--- src/rtl/spi_pkg.sv ---
package spi_pkg;

   // ##############################
   // widths with a meaning
   // ##############################
   typedef logic [3:0]  reg_addr_t;   // host register index
   typedef logic [31:0] reg_data_t;   // host bus word
   typedef logic [7:0]  spi_byte_t;   // one byte on the wire
   typedef logic [63:0] rx_shift_t;   // last eight bytes received
   typedef logic [7:0]  clkdiv_t;     // half-period = clkdiv+1 cycles

   // transfer phases of the engine
   typedef enum logic [2:0] {
      IDLE   = 3'd0,  // ss high, sclk parked
      SETUP  = 3'd1,  // ss low, first bit on mosi
      DATA   = 3'd2,  // 16 half-periods per byte
      HOLD   = 3'd3,  // ss still low after last edge
      MARGIN = 3'd4   // gap before next window
   } spi_state_t;

   // ##############################
   // register map
   // ##############################
   localparam reg_addr_t ADDR_CONFIG = 4'd0;
   localparam reg_addr_t ADDR_CLKDIV = 4'd1;
   localparam reg_addr_t ADDR_TXDATA = 4'd2;  // write only
   localparam reg_addr_t ADDR_STATUS = 4'd3;  // read clears rx_ready, overflow
   localparam reg_addr_t ADDR_RXLOW  = 4'd4;
   localparam reg_addr_t ADDR_RXHIGH = 4'd5;

   // config bits
   localparam int CFG_CPOL     = 0;
   localparam int CFG_CPHA     = 1;
   localparam int CFG_LSBFIRST = 2;
   localparam int CFG_MANUAL   = 3;
   localparam int CFG_SEND     = 4;

   // status bits
   localparam int ST_BUSY     = 0;
   localparam int ST_EMPTY    = 1;
   localparam int ST_FULL     = 2;
   localparam int ST_RX_READY = 3;
   localparam int ST_OVERFLOW = 4;

   localparam int FIFO_DEPTH = 4;  // tx bytes buffered

endpackage

--- src/rtl/spi_clock_gen.sv ---
`timescale 1ns/1ps

module spi_clock_gen (
   input  logic             clk,
   input  logic             nreset,
   input  logic             clk_en,      // high while a transfer is open
   input  spi_pkg::clkdiv_t clkdiv,      // half-period length minus one
   output logic             sclk_level,  // 1 after a leading strobe
   output logic             edge_lead,   // start of odd half-period
   output logic             edge_trail   // start of even half-period
);

   spi_pkg::clkdiv_t cnt;    // counts down to the next strobe
   logic             phase;  // which strobe comes next
   logic             tick;

   // strobe in the first enabled cycle, then every clkdiv+1 cycles
   assign tick       = clk_en & (cnt == '0);
   assign edge_lead  = tick & ~phase;
   assign edge_trail = tick & phase;
   assign sclk_level = phase;

   always_ff @(posedge clk or negedge nreset) begin
      if (!nreset) begin
         cnt   <= '0;
         phase <= 1'b0;
      end else if (!clk_en) begin
         cnt   <= '0;            // parked, ready to fire on enable
         phase <= 1'b0;
      end else if (tick) begin
         cnt   <= clkdiv;        // reload
         phase <= ~phase;        // lead and trail alternate
      end else begin
         cnt   <= cnt - 1'b1;
      end
   end

   // ##############################
   // checks
   // ##############################

   // divider must not move under an open transfer
   a_clkdiv_stable : assert property (
      @(posedge clk) disable iff (!nreset)
      (clk_en && $past(clk_en)) |-> $stable(clkdiv)
   ) else $error("clkdiv changed while clk_en high");

endmodule

--- src/rtl/spi_master.sv ---
`timescale 1ns/1ps

module spi_master (
   input  logic               clk,
   input  logic               nreset,
   // host register bus
   input  logic               reg_write,
   input  logic               reg_read,
   input  spi_pkg::reg_addr_t reg_addr,
   input  spi_pkg::reg_data_t reg_wdata,
   output spi_pkg::reg_data_t reg_rdata,
   output logic               irq,
   // spi pins
   output logic               sclk,
   output logic               mosi,
   output logic               ss,
   input  logic               miso
);

   logic               cpol;
   logic               cpha;
   logic               lsbfirst;
   logic               manual_mode;
   logic               send_data;
   spi_pkg::clkdiv_t   clkdiv;
   logic               push;
   spi_pkg::spi_byte_t push_data;
   logic               pop;
   spi_pkg::spi_byte_t fifo_dout;
   logic               fifo_empty;
   logic               fifo_full;
   logic               busy;
   spi_pkg::rx_shift_t rx_data;
   logic               rx_done;

   spi_regs regs_i (
      .clk         (clk),
      .nreset      (nreset),
      .reg_write   (reg_write),
      .reg_read    (reg_read),
      .reg_addr    (reg_addr),
      .reg_wdata   (reg_wdata),
      .reg_rdata   (reg_rdata),
      .irq         (irq),
      .cpol        (cpol),
      .cpha        (cpha),
      .lsbfirst    (lsbfirst),
      .manual_mode (manual_mode),
      .send_data   (send_data),
      .clkdiv      (clkdiv),
      .push        (push),
      .push_data   (push_data),
      .fifo_empty  (fifo_empty),
      .fifo_full   (fifo_full),
      .busy        (busy),
      .rx_data     (rx_data),
      .rx_done     (rx_done)
   );

   // tx bytes between host and engine
   spi_tx_fifo fifo_i (
      .clk        (clk),
      .nreset     (nreset),
      .push       (push),
      .push_data  (push_data),
      .pop        (pop),
      .fifo_dout  (fifo_dout),
      .fifo_empty (fifo_empty),
      .fifo_full  (fifo_full)
   );

   spi_master_io io_i (
      .clk         (clk),
      .nreset      (nreset),
      .cpol        (cpol),
      .cpha        (cpha),
      .lsbfirst    (lsbfirst),
      .manual_mode (manual_mode),
      .send_data   (send_data),
      .clkdiv      (clkdiv),
      .fifo_dout   (fifo_dout),
      .fifo_empty  (fifo_empty),
      .pop         (pop),
      .busy        (busy),
      .rx_data     (rx_data),
      .rx_done     (rx_done),
      .sclk        (sclk),
      .mosi        (mosi),
      .ss          (ss),
      .miso        (miso)
   );

endmodule

--- src/rtl/spi_master_io.sv ---
`timescale 1ns/1ps

module spi_master_io (
   input  logic               clk,
   input  logic               nreset,
   input  logic               cpol,         // sclk idle level
   input  logic               cpha,         // 1 = sample on trailing edge
   input  logic               lsbfirst,
   input  logic               manual_mode,  // ss from send_data
   input  logic               send_data,
   input  spi_pkg::clkdiv_t   clkdiv,
   input  spi_pkg::spi_byte_t fifo_dout,
   input  logic               fifo_empty,
   output logic               pop,
   output logic               busy,
   output spi_pkg::rx_shift_t rx_data,
   output logic               rx_done,      // pulse after ss rises
   output logic               sclk,
   output logic               mosi,
   output logic               ss,
   input  logic               miso
);

   spi_pkg::spi_state_t state;
   logic                clk_en;
   logic                sclk_level;
   logic                edge_lead;
   logic                edge_trail;
   logic                tick;
   logic                in_data;
   logic                byte_end;
   logic                sample_edge;
   logic                shift_edge;
   logic [3:0]          edge_cnt;    // half-periods inside a byte
   spi_pkg::spi_byte_t  tx_sr;
   spi_pkg::rx_shift_t  rx_sr;
   logic                ss_q;

   spi_clock_gen clock_gen_i (
      .clk        (clk),
      .nreset     (nreset),
      .clk_en     (clk_en),
      .clkdiv     (clkdiv),
      .sclk_level (sclk_level),
      .edge_lead  (edge_lead),
      .edge_trail (edge_trail)
   );

   assign clk_en  = (state != spi_pkg::IDLE);
   assign busy    = clk_en;                      // any phase but idle
   assign tick    = edge_lead | edge_trail;
   assign in_data = (state == spi_pkg::DATA);

   // 8th trailing edge closes the byte
   assign byte_end = in_data & edge_trail & (edge_cnt == 4'd15);

   // fetch on idle, or chain the next byte at byte end
   assign pop = ~fifo_empty & ((state == spi_pkg::IDLE) | byte_end);

   // cpha 0 samples lead, shifts trail; cpha 1 the other way round
   assign sample_edge = in_data & (cpha ? edge_trail : edge_lead);
   assign shift_edge  = in_data & (cpha ? (edge_lead & (edge_cnt != 4'd0)) : edge_trail);

   // ##############################
   // phase sequencer
   // ##############################
   always_ff @(posedge clk or negedge nreset) begin
      if (!nreset) begin
         state <= spi_pkg::IDLE;
      end else begin
         case (state)
            spi_pkg::IDLE:   if (!fifo_empty) state <= spi_pkg::SETUP;
            spi_pkg::SETUP:  if (edge_trail) state <= spi_pkg::DATA;
            spi_pkg::DATA:   if (byte_end && fifo_empty) state <= spi_pkg::HOLD;
            spi_pkg::HOLD:   if (edge_lead) state <= spi_pkg::MARGIN;
            spi_pkg::MARGIN: if (edge_trail) state <= spi_pkg::IDLE;
            default:         state <= spi_pkg::IDLE;
         endcase
      end
   end

   always_ff @(posedge clk or negedge nreset) begin
      if (!nreset) begin
         edge_cnt <= '0;
      end else if (!in_data) begin
         edge_cnt <= '0;
      end else if (tick) begin
         edge_cnt <= edge_cnt + 1'b1;   // wraps for back to back bytes
      end
   end

   // ##############################
   // serializer / deserializer
   // ##############################
   always_ff @(posedge clk) begin
      if (pop) begin
         tx_sr <= fifo_dout;                  // valid from the cycle after pop
      end else if (shift_edge) begin
         tx_sr <= lsbfirst ? {1'b0, tx_sr[7:1]} : {tx_sr[6:0], 1'b0};
      end
   end

   assign mosi = lsbfirst ? tx_sr[0] : tx_sr[7];

   always_ff @(posedge clk or negedge nreset) begin
      if (!nreset) begin
         rx_sr <= '0;
      end else if (sample_edge) begin
         rx_sr <= lsbfirst ? {miso, rx_sr[63:1]} : {rx_sr[62:0], miso};
      end
   end

   assign rx_data = rx_sr;

   // sclk toggles only inside data, parked at cpol otherwise
   assign sclk = cpol ^ (sclk_level & in_data);

   // ss low setup..hold unless host drives it
   assign ss = manual_mode ? ~send_data
                           : ~(state inside {spi_pkg::SETUP, spi_pkg::DATA, spi_pkg::HOLD});

   always_ff @(posedge clk or negedge nreset) begin
      if (!nreset) begin
         ss_q    <= 1'b1;
         rx_done <= 1'b0;
      end else begin
         ss_q    <= ss;
         rx_done <= ss & ~ss_q;      // rising ss, one cycle late
      end
   end

endmodule

--- src/rtl/spi_regs.sv ---
`timescale 1ns/1ps

module spi_regs (
   input  logic               clk,
   input  logic               nreset,
   input  logic               reg_write,
   input  logic               reg_read,
   input  spi_pkg::reg_addr_t reg_addr,
   input  spi_pkg::reg_data_t reg_wdata,
   output spi_pkg::reg_data_t reg_rdata,   // valid cycle after reg_read
   output logic               irq,
   output logic               cpol,
   output logic               cpha,
   output logic               lsbfirst,
   output logic               manual_mode,
   output logic               send_data,
   output spi_pkg::clkdiv_t   clkdiv,
   output logic               push,
   output spi_pkg::spi_byte_t push_data,
   input  logic               fifo_empty,
   input  logic               fifo_full,
   input  logic               busy,
   input  spi_pkg::rx_shift_t rx_data,
   input  logic               rx_done
);

   logic               wr_txdata;
   logic               rd_status;
   logic               rx_ready;    // new rx capture not yet seen
   logic               overflow;    // sticky, tx write dropped
   spi_pkg::rx_shift_t rx_cap;
   spi_pkg::reg_data_t rd_mux;

   assign wr_txdata = reg_write & (reg_addr == spi_pkg::ADDR_TXDATA);
   assign rd_status = reg_read & (reg_addr == spi_pkg::ADDR_STATUS);
   assign push      = wr_txdata & ~fifo_full;   // full fifo drops the byte
   assign push_data = reg_wdata[7:0];

   // ##############################
   // config
   // ##############################
   always_ff @(posedge clk or negedge nreset) begin
      if (!nreset) begin
         cpol        <= 1'b0;
         cpha        <= 1'b0;
         lsbfirst    <= 1'b0;
         manual_mode <= 1'b0;
         send_data   <= 1'b0;
         clkdiv      <= '0;
      end else if (reg_write) begin
         if (reg_addr == spi_pkg::ADDR_CONFIG) begin
            cpol        <= reg_wdata[spi_pkg::CFG_CPOL];
            cpha        <= reg_wdata[spi_pkg::CFG_CPHA];
            lsbfirst    <= reg_wdata[spi_pkg::CFG_LSBFIRST];
            manual_mode <= reg_wdata[spi_pkg::CFG_MANUAL];
            send_data   <= reg_wdata[spi_pkg::CFG_SEND];
         end
         if (reg_addr == spi_pkg::ADDR_CLKDIV) begin
            clkdiv <= reg_wdata[7:0];
         end
      end
   end

   // status flags, set wins over read-clear
   always_ff @(posedge clk or negedge nreset) begin
      if (!nreset) begin
         overflow <= 1'b0;
         rx_ready <= 1'b0;
         irq      <= 1'b0;
      end else begin
         if (wr_txdata && fifo_full) overflow <= 1'b1;
         else if (rd_status)         overflow <= 1'b0;
         if (rx_done)                rx_ready <= 1'b1;
         else if (rd_status)         rx_ready <= 1'b0;
         irq <= rx_done;                             // lines up with capture
      end
   end

   always_ff @(posedge clk) begin
      if (rx_done) begin
         rx_cap <= rx_data;   // snapshot at ss rise
      end
   end

   // ##############################
   // readback
   // ##############################
   always_comb begin
      rd_mux = '0;
      case (reg_addr)
         spi_pkg::ADDR_CONFIG: begin
            rd_mux[spi_pkg::CFG_CPOL]     = cpol;
            rd_mux[spi_pkg::CFG_CPHA]     = cpha;
            rd_mux[spi_pkg::CFG_LSBFIRST] = lsbfirst;
            rd_mux[spi_pkg::CFG_MANUAL]   = manual_mode;
            rd_mux[spi_pkg::CFG_SEND]     = send_data;
         end
         spi_pkg::ADDR_CLKDIV: rd_mux[7:0] = clkdiv;
         spi_pkg::ADDR_STATUS: begin
            rd_mux[spi_pkg::ST_BUSY]     = busy;
            rd_mux[spi_pkg::ST_EMPTY]    = fifo_empty;
            rd_mux[spi_pkg::ST_FULL]     = fifo_full;
            rd_mux[spi_pkg::ST_RX_READY] = rx_ready;
            rd_mux[spi_pkg::ST_OVERFLOW] = overflow;
         end
         spi_pkg::ADDR_RXLOW:  rd_mux = rx_cap[31:0];
         spi_pkg::ADDR_RXHIGH: rd_mux = rx_cap[63:32];
         default:              rd_mux = '0;   // txdata reads as zero
      endcase
   end

   always_ff @(posedge clk or negedge nreset) begin
      if (!nreset) begin
         reg_rdata <= '0;
      end else if (reg_read) begin
         reg_rdata <= rd_mux;
      end
   end

endmodule

--- src/rtl/spi_tx_fifo.sv ---
`timescale 1ns/1ps

module spi_tx_fifo (
   input  logic               clk,
   input  logic               nreset,
   input  logic               push,        // write strobe from regs
   input  spi_pkg::spi_byte_t push_data,
   input  logic               pop,         // read strobe from engine
   output spi_pkg::spi_byte_t fifo_dout,   // head of queue, no latency
   output logic               fifo_empty,
   output logic               fifo_full
);

   localparam int PTR_W = $clog2(spi_pkg::FIFO_DEPTH);
   localparam int CNT_W = $clog2(spi_pkg::FIFO_DEPTH + 1);

   spi_pkg::spi_byte_t mem [spi_pkg::FIFO_DEPTH];  // storage, no reset
   logic [PTR_W-1:0]   wr_ptr;
   logic [PTR_W-1:0]   rd_ptr;
   logic [CNT_W-1:0]   count;

   assign fifo_dout  = mem[rd_ptr];
   assign fifo_empty = (count == '0);
   assign fifo_full  = (count == CNT_W'(spi_pkg::FIFO_DEPTH));

   always_ff @(posedge clk) begin
      if (push) begin
         mem[wr_ptr] <= push_data;
      end
   end

   // pointers wrap at depth
   always_ff @(posedge clk or negedge nreset) begin
      if (!nreset) begin
         wr_ptr <= '0;
         rd_ptr <= '0;
         count  <= '0;
      end else begin
         if (push) begin
            wr_ptr <= (wr_ptr == PTR_W'(spi_pkg::FIFO_DEPTH - 1)) ? '0 : wr_ptr + 1'b1;
         end
         if (pop) begin
            rd_ptr <= (rd_ptr == PTR_W'(spi_pkg::FIFO_DEPTH - 1)) ? '0 : rd_ptr + 1'b1;
         end
         case ({push, pop})
            2'b10:   count <= count + 1'b1;
            2'b01:   count <= count - 1'b1;
            default: count <= count;        // both or neither
         endcase
      end
   end

   // ##############################
   // neighbours must respect flags
   // ##############################
   a_no_push_full : assert property (
      @(posedge clk) disable iff (!nreset) push |-> !fifo_full
   ) else $error("push into full tx fifo");

   a_no_pop_empty : assert property (
      @(posedge clk) disable iff (!nreset) pop |-> !fifo_empty
   ) else $error("pop from empty tx fifo");

endmodule

--- config.mk ---
export PLATFORM = sky130hd
export DESIGN_NAME = spi_master
export DESIGN_NICKNAME = d
export VERILOG_FILES = /design/src/rtl/spi_pkg.sv /design/src/rtl/spi_clock_gen.sv /design/src/rtl/spi_master.sv /design/src/rtl/spi_master_io.sv /design/src/rtl/spi_regs.sv /design/src/rtl/spi_tx_fifo.sv
export SDC_FILE = /design/constraint.sdc
export NUM_CORES = 1
export LEC_CHECK = 0
export BUFFER_PORTS_ARGS = -buffer_cell sky130_fd_sc_hd__buf_2
export CORE_MARGIN = 2
export CORE_UTILIZATION = 30
export DETAILED_ROUTE_END_ITERATION = 10
export PLACE_DENSITY = 0.52
export SLEW_MARGIN = 20
export SYNTH_ARGS = -nofsm -noshare
export SYNTH_HDL_FRONTEND = slang
export SYNTH_HIERARCHICAL = 1
export SYNTH_SLANG_ARGS = --single-unit
--- constraint.sdc ---
create_clock -name clk -period 7.9 [get_ports clk]
set_input_delay 0 -clock clk [delete_from_list [all_inputs] [get_ports clk]]
set_output_delay 0 -clock clk [all_outputs]
set_load 0.05 [all_outputs]
Word-level counts from Yosys, hierarchy flattened
Memory sizes are Yosys's and may differ from the RTL's.
Cells that the tools add are included.
{"block": "totals", "regBits": 209, "ram_bits": 32, "in_bits": 41, "output_inout_bits": 36, "wordCells": 121, "memories": 1}
{"memory": "fifo_i.mem", "depth": 4, "width": 8, "rd": 1, "rd_clocked_by_memory_dff": 0, "wr": 1, "line": "spi_tx_fifo.sv:17", "source": "spi_pkg::spi_byte_t mem [spi_pkg::FIFO_DEPTH];"}
{"block": "op_classes", "add_sub_neg": 6, "n_eq_ne": 22, "muxes": 31, "bitwise_logic": 23, "reduce_logical": 16}
{"cell": "64-bit two-way mux", "count": 1}
{"cell": "24-bit one-hot mux with 2 select lines", "count": 1}
{"cell": "8-bit two-way mux", "count": 5}
{"cell": "5-bit one-hot mux with 5 select lines", "count": 1}
{"cell": "3-bit two-way mux", "count": 5}
{"cell": "3-bit one-hot mux with 5 select lines", "count": 1}
{"cell": "1-bit bitwise AND", "count": 14}
{"cell": "1-bit two-way mux", "count": 11}
{"cell": "2-bit by 1-bit != test with 1-bit output, second input constant", "count": 5}
{"cell": "3-bit one-hot mux with 3 select lines", "count": 1}
{"cell": "4-bit by 2-bit == test with 1-bit output, second input constant", "count": 2}
{"cell": "4-bit by 3-bit == test with 1-bit output, second input constant", "count": 2}
{"cell": "8-bit zero test", "count": 1}
{"cell": "4-bit two-way mux", "count": 2}
{"cell": "2-bit nonzero test", "count": 4}
{"cell": "8-bit by 1-bit subtractor with 8-bit output, second input constant", "count": 1}
{"cell": "2-bit == test, second input constant", "count": 3}
{"cell": "3-bit by 2-bit == test with 1-bit output, second input constant", "count": 2}
{"cell": "3-bit == test, second input constant", "count": 2}
{"cell": "3-bit zero test", "count": 2}
{"cell": "1-bit inverter", "count": 6}
{"cell": "3-bit one-hot mux with 2 select lines", "count": 1}
{"cell": "3-bit nonzero test", "count": 2}
{"cell": "5-bit AND reduction", "count": 1}
{"cell": "other kinds (16)", "count": 22}

Depth between registers and ports, before layout
Gate-level depths: netlist (run 1).
{"block": "depth", "depth_word": 9, "depth_mapped": 15, "mapped_depth_nobuf": 13}

Modules after synthesis
Netlist (run 1), hierarchy kept.
{"module": "spi_regs", "n_inst": 1, "cells_each": 277, "area_each_um2": 4270.3, "seq_area_each_um2": 3123.0}
{"module": "spi_master_io", "n_inst": 1, "cells_each": 373, "area_each_um2": 3863.7, "seq_area_each_um2": 2068.2}
{"module": "spi_tx_fifo", "n_inst": 1, "cells_each": 80, "area_each_um2": 1572.8, "seq_area_each_um2": 1136.1}
{"module": "spi_clock_gen", "n_inst": 1, "cells_each": 54, "area_each_um2": 536.8, "seq_area_each_um2": 225.2}

Worst setup path after synthesis (run 1)
No wires, ideal clock.
{"block": "synth_timing", "kind": "reg2reg", "from": "reg io_i.clock_gen_i.cnt[0]", "to": "reg fifo_i.count[2]", "setup_time_ns": 0.079, "arrival_ns": 3.798, "setup_slack_ns": 4.023, "stages_incl_launch_ff": 16, "n_path_buf": 2, "period_less_slack_ns": 3.877, "cell_sequence": "dfrtp_1 > inv_1 > ha_1 > or4b_4 > or2_1 > buf_6 > nor3_1 > nand4_2 > a2111oi_4 > buf_6 > ha_1 > inv_1 > fa_1 > xor2_1 > nor2_1 > xor2_1"}
{"block": "synth_via", "elab_chain_len": 9, "elab_cells_between_ends": 11, "classes_between": "eq/ne (2); mux (1); bitwise (6); reduce/logical (2)"}
{"element": "start, declared", "line": "spi_clock_gen.sv:13", "source": "spi_pkg::clkdiv_t cnt;"}
{"element": "start signal, assigned", "line": "spi_clock_gen.sv:31", "source": "cnt <= clkdiv;"}
{"element": "start signal, assigned", "line": "spi_clock_gen.sv:34", "source": "cnt <= cnt - 1'b1;"}
{"element": "8-bit zero test *", "line": "spi_clock_gen.sv:18", "source": "assign tick = clk_en & (cnt == '0);"}
{"element": "1-bit bitwise AND *", "line": "spi_clock_gen.sv:18"}
{"element": "1-bit bitwise AND *", "line": "spi_clock_gen.sv:20", "source": "assign edge_trail = tick & phase;"}
{"element": "via io_i.edge_trail", "line": "spi_master_io.sv:28", "source": "logic edge_trail;"}
{"element": "1-bit bitwise AND * (2 in a row)", "line": "spi_master_io.sv:55", "source": "assign byte_end = in_data & edge_trail & (edge_cnt == 4'd15);"}
{"element": "1-bit OR *", "line": "spi_master_io.sv:58", "source": "assign pop = ~fifo_empty & ((state == spi_pkg::IDLE) | byte_end);"}
{"element": "1-bit bitwise AND *", "line": "spi_master_io.sv:58"}
{"element": "via pop", "line": "spi_master.sv:28", "source": "logic pop;"}
{"element": "2-bit by 1-bit == test with 1-bit output or 2-bit == test (tied branches)", "line": "spi_tx_fifo.sv:45", "source": "case ({push, pop})"}
{"element": "3-bit one-hot mux with 2 select lines or 2-bit nonzero test (tied branches)"}
{"element": "end signal, assigned", "line": "spi_tx_fifo.sv:46", "source": "2'b10: count <= count + 1'b1;"}
{"element": "end signal, assigned", "line": "spi_tx_fifo.sv:47", "source": "2'b01: count <= count - 1'b1;"}
{"element": "end signal, assigned", "line": "spi_tx_fifo.sv:48", "source": "default: count <= count;"}
{"element": "end, declared", "line": "spi_tx_fifo.sv:20", "source": "logic [CNT_W-1:0] count;"}
The timed path passes the listed nets; every way through them passes the cells marked *.
A chain may end at the register's enable or synchronous reset.

Final worst setup path (run 1)
Same ends and word-level chain as after synthesis.

==> metrics.yaml, run 1 <==
ios: 77
cpPeakStageDelay_ns: 0.55
r2r-end: "fifo_i/count[2]$_DFFE_PN0P_"
synthCells: 784
setup_viol_count_final: 0
final_cells: 1296
hp-start: "reg_addr[2]"
grt_antenna_before_repair: 0
dpl.cell_count: 1236
area_growth_pct: 16.32
slew_viol_final: 0
vias: 6067
clock_path_buffers: 3
route.detailed.drc: 0
dr.pass1.iters: 5
fp.dieW_um: 188.8
grt_max_degree: 129
syn_area_um2: 10240
layout_common_cells: "dfrtp_1, edfxtp_1, o21ai_0, nand2_1, mux2i_1"
post-route-period-util_pct: 47.93
die-area_um2: 35640
antenna_left: 0
synth_top_area_cell: "dfrtp_1"
nets: 880
cp.arrival_ns: 4.24
rsz0062_at_grt: "false"
holdPathEnd: "regs_i/reg_rdata[5]$_DFFE_PN0P_"
cts_sinks: 241
synth_cell_type_count: 56
portBuffers: 52
fin_setup_tns_ns: 0
drive_gt1_share_pct: 18.28
avgSynthCellArea_um2: 13.07
crit_path_start_kind: "register"
drt_iter0_markers: 313
seq_area_frac_synth_pct: 63.97
ys.warnings.count: 6
n_antenna_cell: 0
path_clk_slew_ns: 0.06
grt_pass1_wl_um: 34260
cts_root_buf: "clkbuf_16"
grt_pass1_vias: 6041
synth_flop_cell: "dfrtp_1"
cts_made_buffers: 26
routedWlPerCell_um: 16.17
fmax_mhz: 264.1
rows: 67
cellLeakagePower_nw: 4.684
synth-seq-cells: 241
critPathKind: "reg2reg"
wirelength_um: 20960
clk_latency_ns: 0.53
critical-path-top-delay-family: "simple AND/OR/NAND/NOR gates"
worstHoldPathCells: 3
crit_chain: "inv_1, ha_1, or4b_4, or2_1, nor3_1, buf_4, nand4_2, a2111oi_4, ha_1, inv_1, fa_1, xor2_1, nor2_1, xor2_1"
final-hold-violation-count: 0
synth-edff-count: 104
grt.total_usage_pct: 11.92
cts_resized: 0
globalRouteOverflowTotal: 0
cp.required_ns: 8.35
period_minus_slack_ns: 3.786
ir_worst_vdd_mv: 0.1405
reg2reg_slack_ns: 4.11
status: "complete, no violations"
drv_cap: 0
routed_via_density: 4.681
skew_ns: 0.01765
relSlewSlack_pct: 41.72
critPathBufInv: 3
post-cts-setup-buffers: 0
crit_slowest_cell: "or4b_4"
crit_path_end_kind: "register"
synth_nets: 836
final_common_cell: "dfrtp_1"
power_density_nw_per_um2: 324.1
start_util_pct: 30.47
hp-class: "in2reg"
cts_tree: "yes"
path_max_fanout: 12
die_y_um: 188.8
htree_levels: 1
routabilityCongestion: 0.7445
dp_hpwl_um: 12860
rr_worst_depth: 14
async_flop_share_pct: 56.85
tightest_slew_ns: 0.8743
yosysTopAreaCellShare_pct: 33.22
yosys-top-cells-area: "dfrtp_1, edfxtp_1, mux2i_1"
core_um2: 33620
r2r-start: "io_i/clock_gen_i/cnt[0]$_DFF_PN0_"
synth_stat cells, types with 2 or more instances:
master / number
edfxtp_1: 104
nor3_1: 9
ha_1: 10
o21ai_0: 80
buf_2: 15
dfrtp_1: 136
a21oi_1: 35
a22oi_1: 25
inv_1: 17
o22ai_1: 4
o211ai_1: 2
and3_1: 2
o31ai_1: 4
mux4_2: 8
mux2_2: 29
or3_1: 6
nand2_1: 80
clkbuf_1: 18
buf_4: 10
and2_1: 4
a311oi_1: 2
nor2b_1: 3
a211oi_1: 3
mux2i_1: 72
xnor2_1: 5
buf_6: 9
a222oi_1: 7
nand3_1: 7
buf_1: 4
nor2_1: 42
nor4b_1: 2
nor3b_1: 4
xor2_1: 3
what timing repair did:
item / 4_1_cts / 5_1_grt
hold buffers: 11 / 0
setup endpoints to repair: 0 / 0
hold endpoints to repair: 126 / 0
cell type report:
type | instances | area [um2]
fillers | 3270 | 21700
flip-flops and latches | 241 | 6558
clock inverters | 14 | 232.7
clock buffers | 34 | 732.0
multi-input cells | 469 | 3317
repair buffers | 72 | 447.9
inverters | 18 | 67.56
well taps | 448 | 560.5
logic make-up after synthesis:
group           share of synthesized area [%]
compound gates                          10.06
xor+xnor                               0.6840
fa+ha+maj                               1.417
buf+inv                                 3.921
flops                                   63.97
mux                                     11.98
simple gates                            7.964
worst max path at each step:
stage / startpoint / to / slack, ns / cells past startpoint
floorplan: io_i/clock_gen_i/cnt[0]$_DFF_PN0_ / fifo_i/count[2]$_DFFE_PN0P_ / 4.02 / 15
global placement: io_i/clock_gen_i/cnt[0]$_DFF_PN0_ / fifo_i/count[2]$_DFFE_PN0P_ / 3.56 / 14
detailed placement: io_i/clock_gen_i/cnt[0]$_DFF_PN0_ / fifo_i/count[2]$_DFFE_PN0P_ / 3.55 / 14
CTS: io_i/clock_gen_i/cnt[0]$_DFF_PN0_ / fifo_i/count[2]$_DFFE_PN0P_ / 3.54 / 14
global route: io_i/clock_gen_i/cnt[1]$_DFF_PN0_ / fifo_i/count[2]$_DFFE_PN0P_ / 3.84 / 14
finish: io_i/clock_gen_i/cnt[0]$_DFF_PN0_ / fifo_i/count[2]$_DFFE_PN0P_ / 4.11 / 14
per-stage QoR:
| stage | setup WS [ns] | utilization [%] | instance area [um2] | power, mW | hold WS [ns] |
|---|---|---|---|---|---|
| finish | 4.114 | 35.45 | 11920 | 3.861 | 0.03486 |
| floorplan | 4.023 | - | 10240 | 2.346 | -0.2956 |
| global placement | 3.561 | 32.21 | 10830 | 2.523 | 0.1118 |
| global route | 3.843 | 35.45 | 11920 | 4.074 | 0.04096 |
| detailed placement | 3.555 | 32.21 | 10830 | 2.539 | 0.1068 |
| CTS | 3.541 | 35.41 | 11900 | 3.905 | 0.007315 |
report_power, final:
| group | internal (mW) | total, mW | switching (mW) |
|---|---|---|---|
| Sequential | 1.56 | 1.73 | 0.164 |
| Combinational | 0.310 | 0.783 | 0.473 |
| Clock | 0.851 | 1.35 | 0.501 |
worst reg2reg max path, cell delays in order, from the launching register on:
cell and delay [ns]:
dfrtp_1 0.40, inv_1 0.09, ha_1 0.17, or4b_4 0.55, or2_1 0.37, nor3_1 0.18, buf_4 0.19, nand4_2 0.13
a2111oi_4 0.55, ha_1 0.27, inv_1 0.06, fa_1 0.37, xor2_1 0.15, nor2_1 0.11, xor2_1 0.14
routing by layer:
metal | wire length [um] | GRT usage [%] | share of wire [%] | vias up
li1 | - | - | - | 2947
met1 | 10150 | 16.83 | 48 | 3009
met2 | 9666 | 19.12 | 46 | 84
met3 | 641 | 1.695 | 3.1 | 27
met4 | 500 | 3.456 | 2.4 | 0
met5 | 0 | 0 | 0 | -
sequential cells by signal, indices dropped and copies added, names as in the netlist, 4 cells and up:
| name | cells |
|---|---|
| io_i/edge_cnt | 4 |
| regs_i/clkdiv | 8 |
| io_i/clock_gen_i/cnt | 8 |
| io_i/rx_data | 64 |
| io_i/tx_sr | 8 |
| regs_i/reg_rdata | 32 |
| fifo_i/mem | 32 |
| regs_i/rx_cap | 64 |
No activity file was read; power rests on OpenSTA's default activity.
==> run 2: changes to the inputs <==
==> constraint.sdc (replaced) <==
create_clock -name clk -period 3.6 [get_ports clk]
set_input_delay 0 -clock clk [delete_from_list [all_inputs] [get_ports clk]]
set_output_delay 0 -clock clk [all_outputs]
set_load 0.05 [all_outputs]
==> run 2 against run 1 <==
Effect of this change:
- sequential cell count is the same
- register-to-register slack lost 3.9 ns
- critical path depth shrank 1
- setup slack lost 3.9 ns
- critical path type unchanged
- die area is the same
- total power grew 110%
- wire length grew 2.4%
- hold slack gained 0.018 ns
- via count grew 1.0%
- global-route usage grew 0.36 points
- first-iteration DRC count grew 1.3%
- largest cell class unchanged
==> metrics.yaml, run 2 (synthesized netlist as in run 1, its figures left out) <==
status: "complete, no violations"
crit_path_end_kind: "register"
power_density_nw_per_um2: 687.9
period_minus_slack_ns: 3.363
drive_gt1_share_pct: 18.13
tightest_slew_ns: 1.089
htree_levels: 1
met2_usage_pct: 19.40
clk_latency_ns: 0.53
drv_cap: 0
grt_pass1_vias: 6152
post-cts-setup-buffers: 0
final_common_cell: "dfrtp_1"
n_antenna_cell: 0
cts_made_buffers: 27
grt_pass1_wl_um: 35200
dpl_cell_area_um2: 10920
fillers: 3271
cellLeakagePower_nw: 4.672
path_clk_slew_ns: 0.06
critPathKind: "reg2reg"
met1_usage_pct: 17.34
final_area_um2: 11890
top_usage_layer: "met2"
cp.arrival_ns: 3.81
relSlewSlack_pct: 27.39
rows: 67
fin_setup_tns_ns: 0
routedWlPerCell_um: 16.48
final-hold-violation-count: 0
route.detailed.drc: 0
nets: 887
dr.pass1.iters: 7
hp-class: "in2reg"
grt_antenna_before_repair: 0
die_y_um: 188.8
globalRouteOverflowTotal: 0
cp.required_ns: 4.05
fmax_mhz: 297.4
ios: 77
skew_ns: 0.01021
dp_hpwl_um: 13690
cts_root_buf: "clkbuf_16"
portBuffers: 52
vias: 6130
routed_via_density: 4.705
crit_path_start_kind: "register"
fp.dieW_um: 188.8
start_util_pct: 30.47
post-route-period-util_pct: 93.41
clock_path_buffers: 3
grt.total_usage_pct: 12.28
routabilityCongestion: 0.7674
ir_worst_vdd_mv: 0.3273
cts_sinks: 241
grt_max_degree: 88
antenna_left: 0
rsz0062_at_grt: "false"
path_max_fanout: 12
grtUsageMet3_pct: 2.142
setup_viol_count_final: 0
layout_common_cells: "dfrtp_1, edfxtp_1, o21ai_0, nand2_1, mux2i_1"
cts_tree: "yes"
area_growth_pct: 16.02
drt_iter0_markers: 317
slew_viol_final: 0
core_um2: 33620
die-area_um2: 35640
wirelength_um: 21470
run 2: timing repair:
action,4_1_cts,5_1_grt
endpoints found under the setup margin,0,1
hold buffers,13,0
resized for setup,0,1
hold endpoints to repair,142,0
run 2: worst paths after layout:
kind,startpoint,endpoint,slack [ns],cells after the start
max,io_i/clock_gen_i/cnt[0]$_DFF_PN0_,fifo_i/count[2]$_DFFE_PN0P_,0.24,13
min,reg_addr[2],regs_i/reg_rdata[7]$_DFFE_PN0P_,0.05,3
max reg2reg,io_i/clock_gen_i/cnt[0]$_DFF_PN0_,fifo_i/count[2]$_DFFE_PN0P_,0.24,13
min reg2reg,regs_i/rx_ready$_DFFE_PN0P_,regs_i/rx_ready$_DFFE_PN0P_,0.48,1
max in group asynchronous,nreset,io_i/rx_data[53]$_DFFE_PN0P_,2.56,3
min in group asynchronous,nreset,regs_i/reg_rdata[4]$_DFFE_PN0P_,0.14,2
run 2: per-layer routing:
layer | wire length, um | vias up | part of all wire [%]
met1 | 10290 | 3007 | 48
li1 | - | 2979 | -
met2 | 9825 | 112 | 46
met5 | 0 | - | 0
met3 | 879 | 32 | 4.1
met4 | 473 | 0 | 2.2
run 2: power breakdown:
| part | internal [mW] | switching [mW] |
|---|---|---|
| Clock | 1.54 | 1.08 |
| Combinational | 0.717 | 0.971 |
| Sequential | 3.43 | 0.449 |
| Total | 5.68 | 2.50 |
run 2: cell type report:
cell class | instances | area [um2] | area share, %
Timing Repair Buffer | 78 | 531.8 | 4.474
Clock buffer | 41 | 768.2 | 6.464
Sequential cell | 241 | 6558 | 55.17
Clock inverter | 8 | 68.82 | 0.5790
Tap cell | 448 | 560.5 | 4.716
Inverter | 18 | 67.56 | 0.5685
Multi-Input combinational cell | 469 | 3331 | 28.02
run 2: stage by stage:
| stage | util (%) | hold slack [ns] | total power [mW] | setup WS, ns | instances |
|---|---|---|---|---|---|
| 3_3_place_gp | 32.47 | 0.1620 | 5.597 | 0.2291 | 1241 |
| 2_1_floorplan | - | -0.2956 | 5.158 | 0.08898 | 784 |
| 6_report | 35.36 | 0.05243 | 8.176 | 0.2372 | 1303 |
| 3_5_place_dp | 32.47 | 0.1602 | 5.626 | 0.1777 | 1241 |
| 5_1_grt | 35.36 | 0.06483 | 8.653 | 0.06296 | 1303 |
| 4_1_cts | 35.35 | 0.02818 | 8.296 | 0.1572 | 1303 |
run 2: critical path, stage by stage (launching register included):
cell and delay (ns):
dfrtp_1 0.41, inv_1 0.09, ha_1 0.17, or4b_4 0.55
or2_4 0.33, nor3_4 0.15, nand4_2 0.14, a2111oi_4 0.37
ha_1 0.26, inv_1 0.06, fa_1 0.37, xor2_1 0.15
nor2_1 0.11, xor2_1 0.15
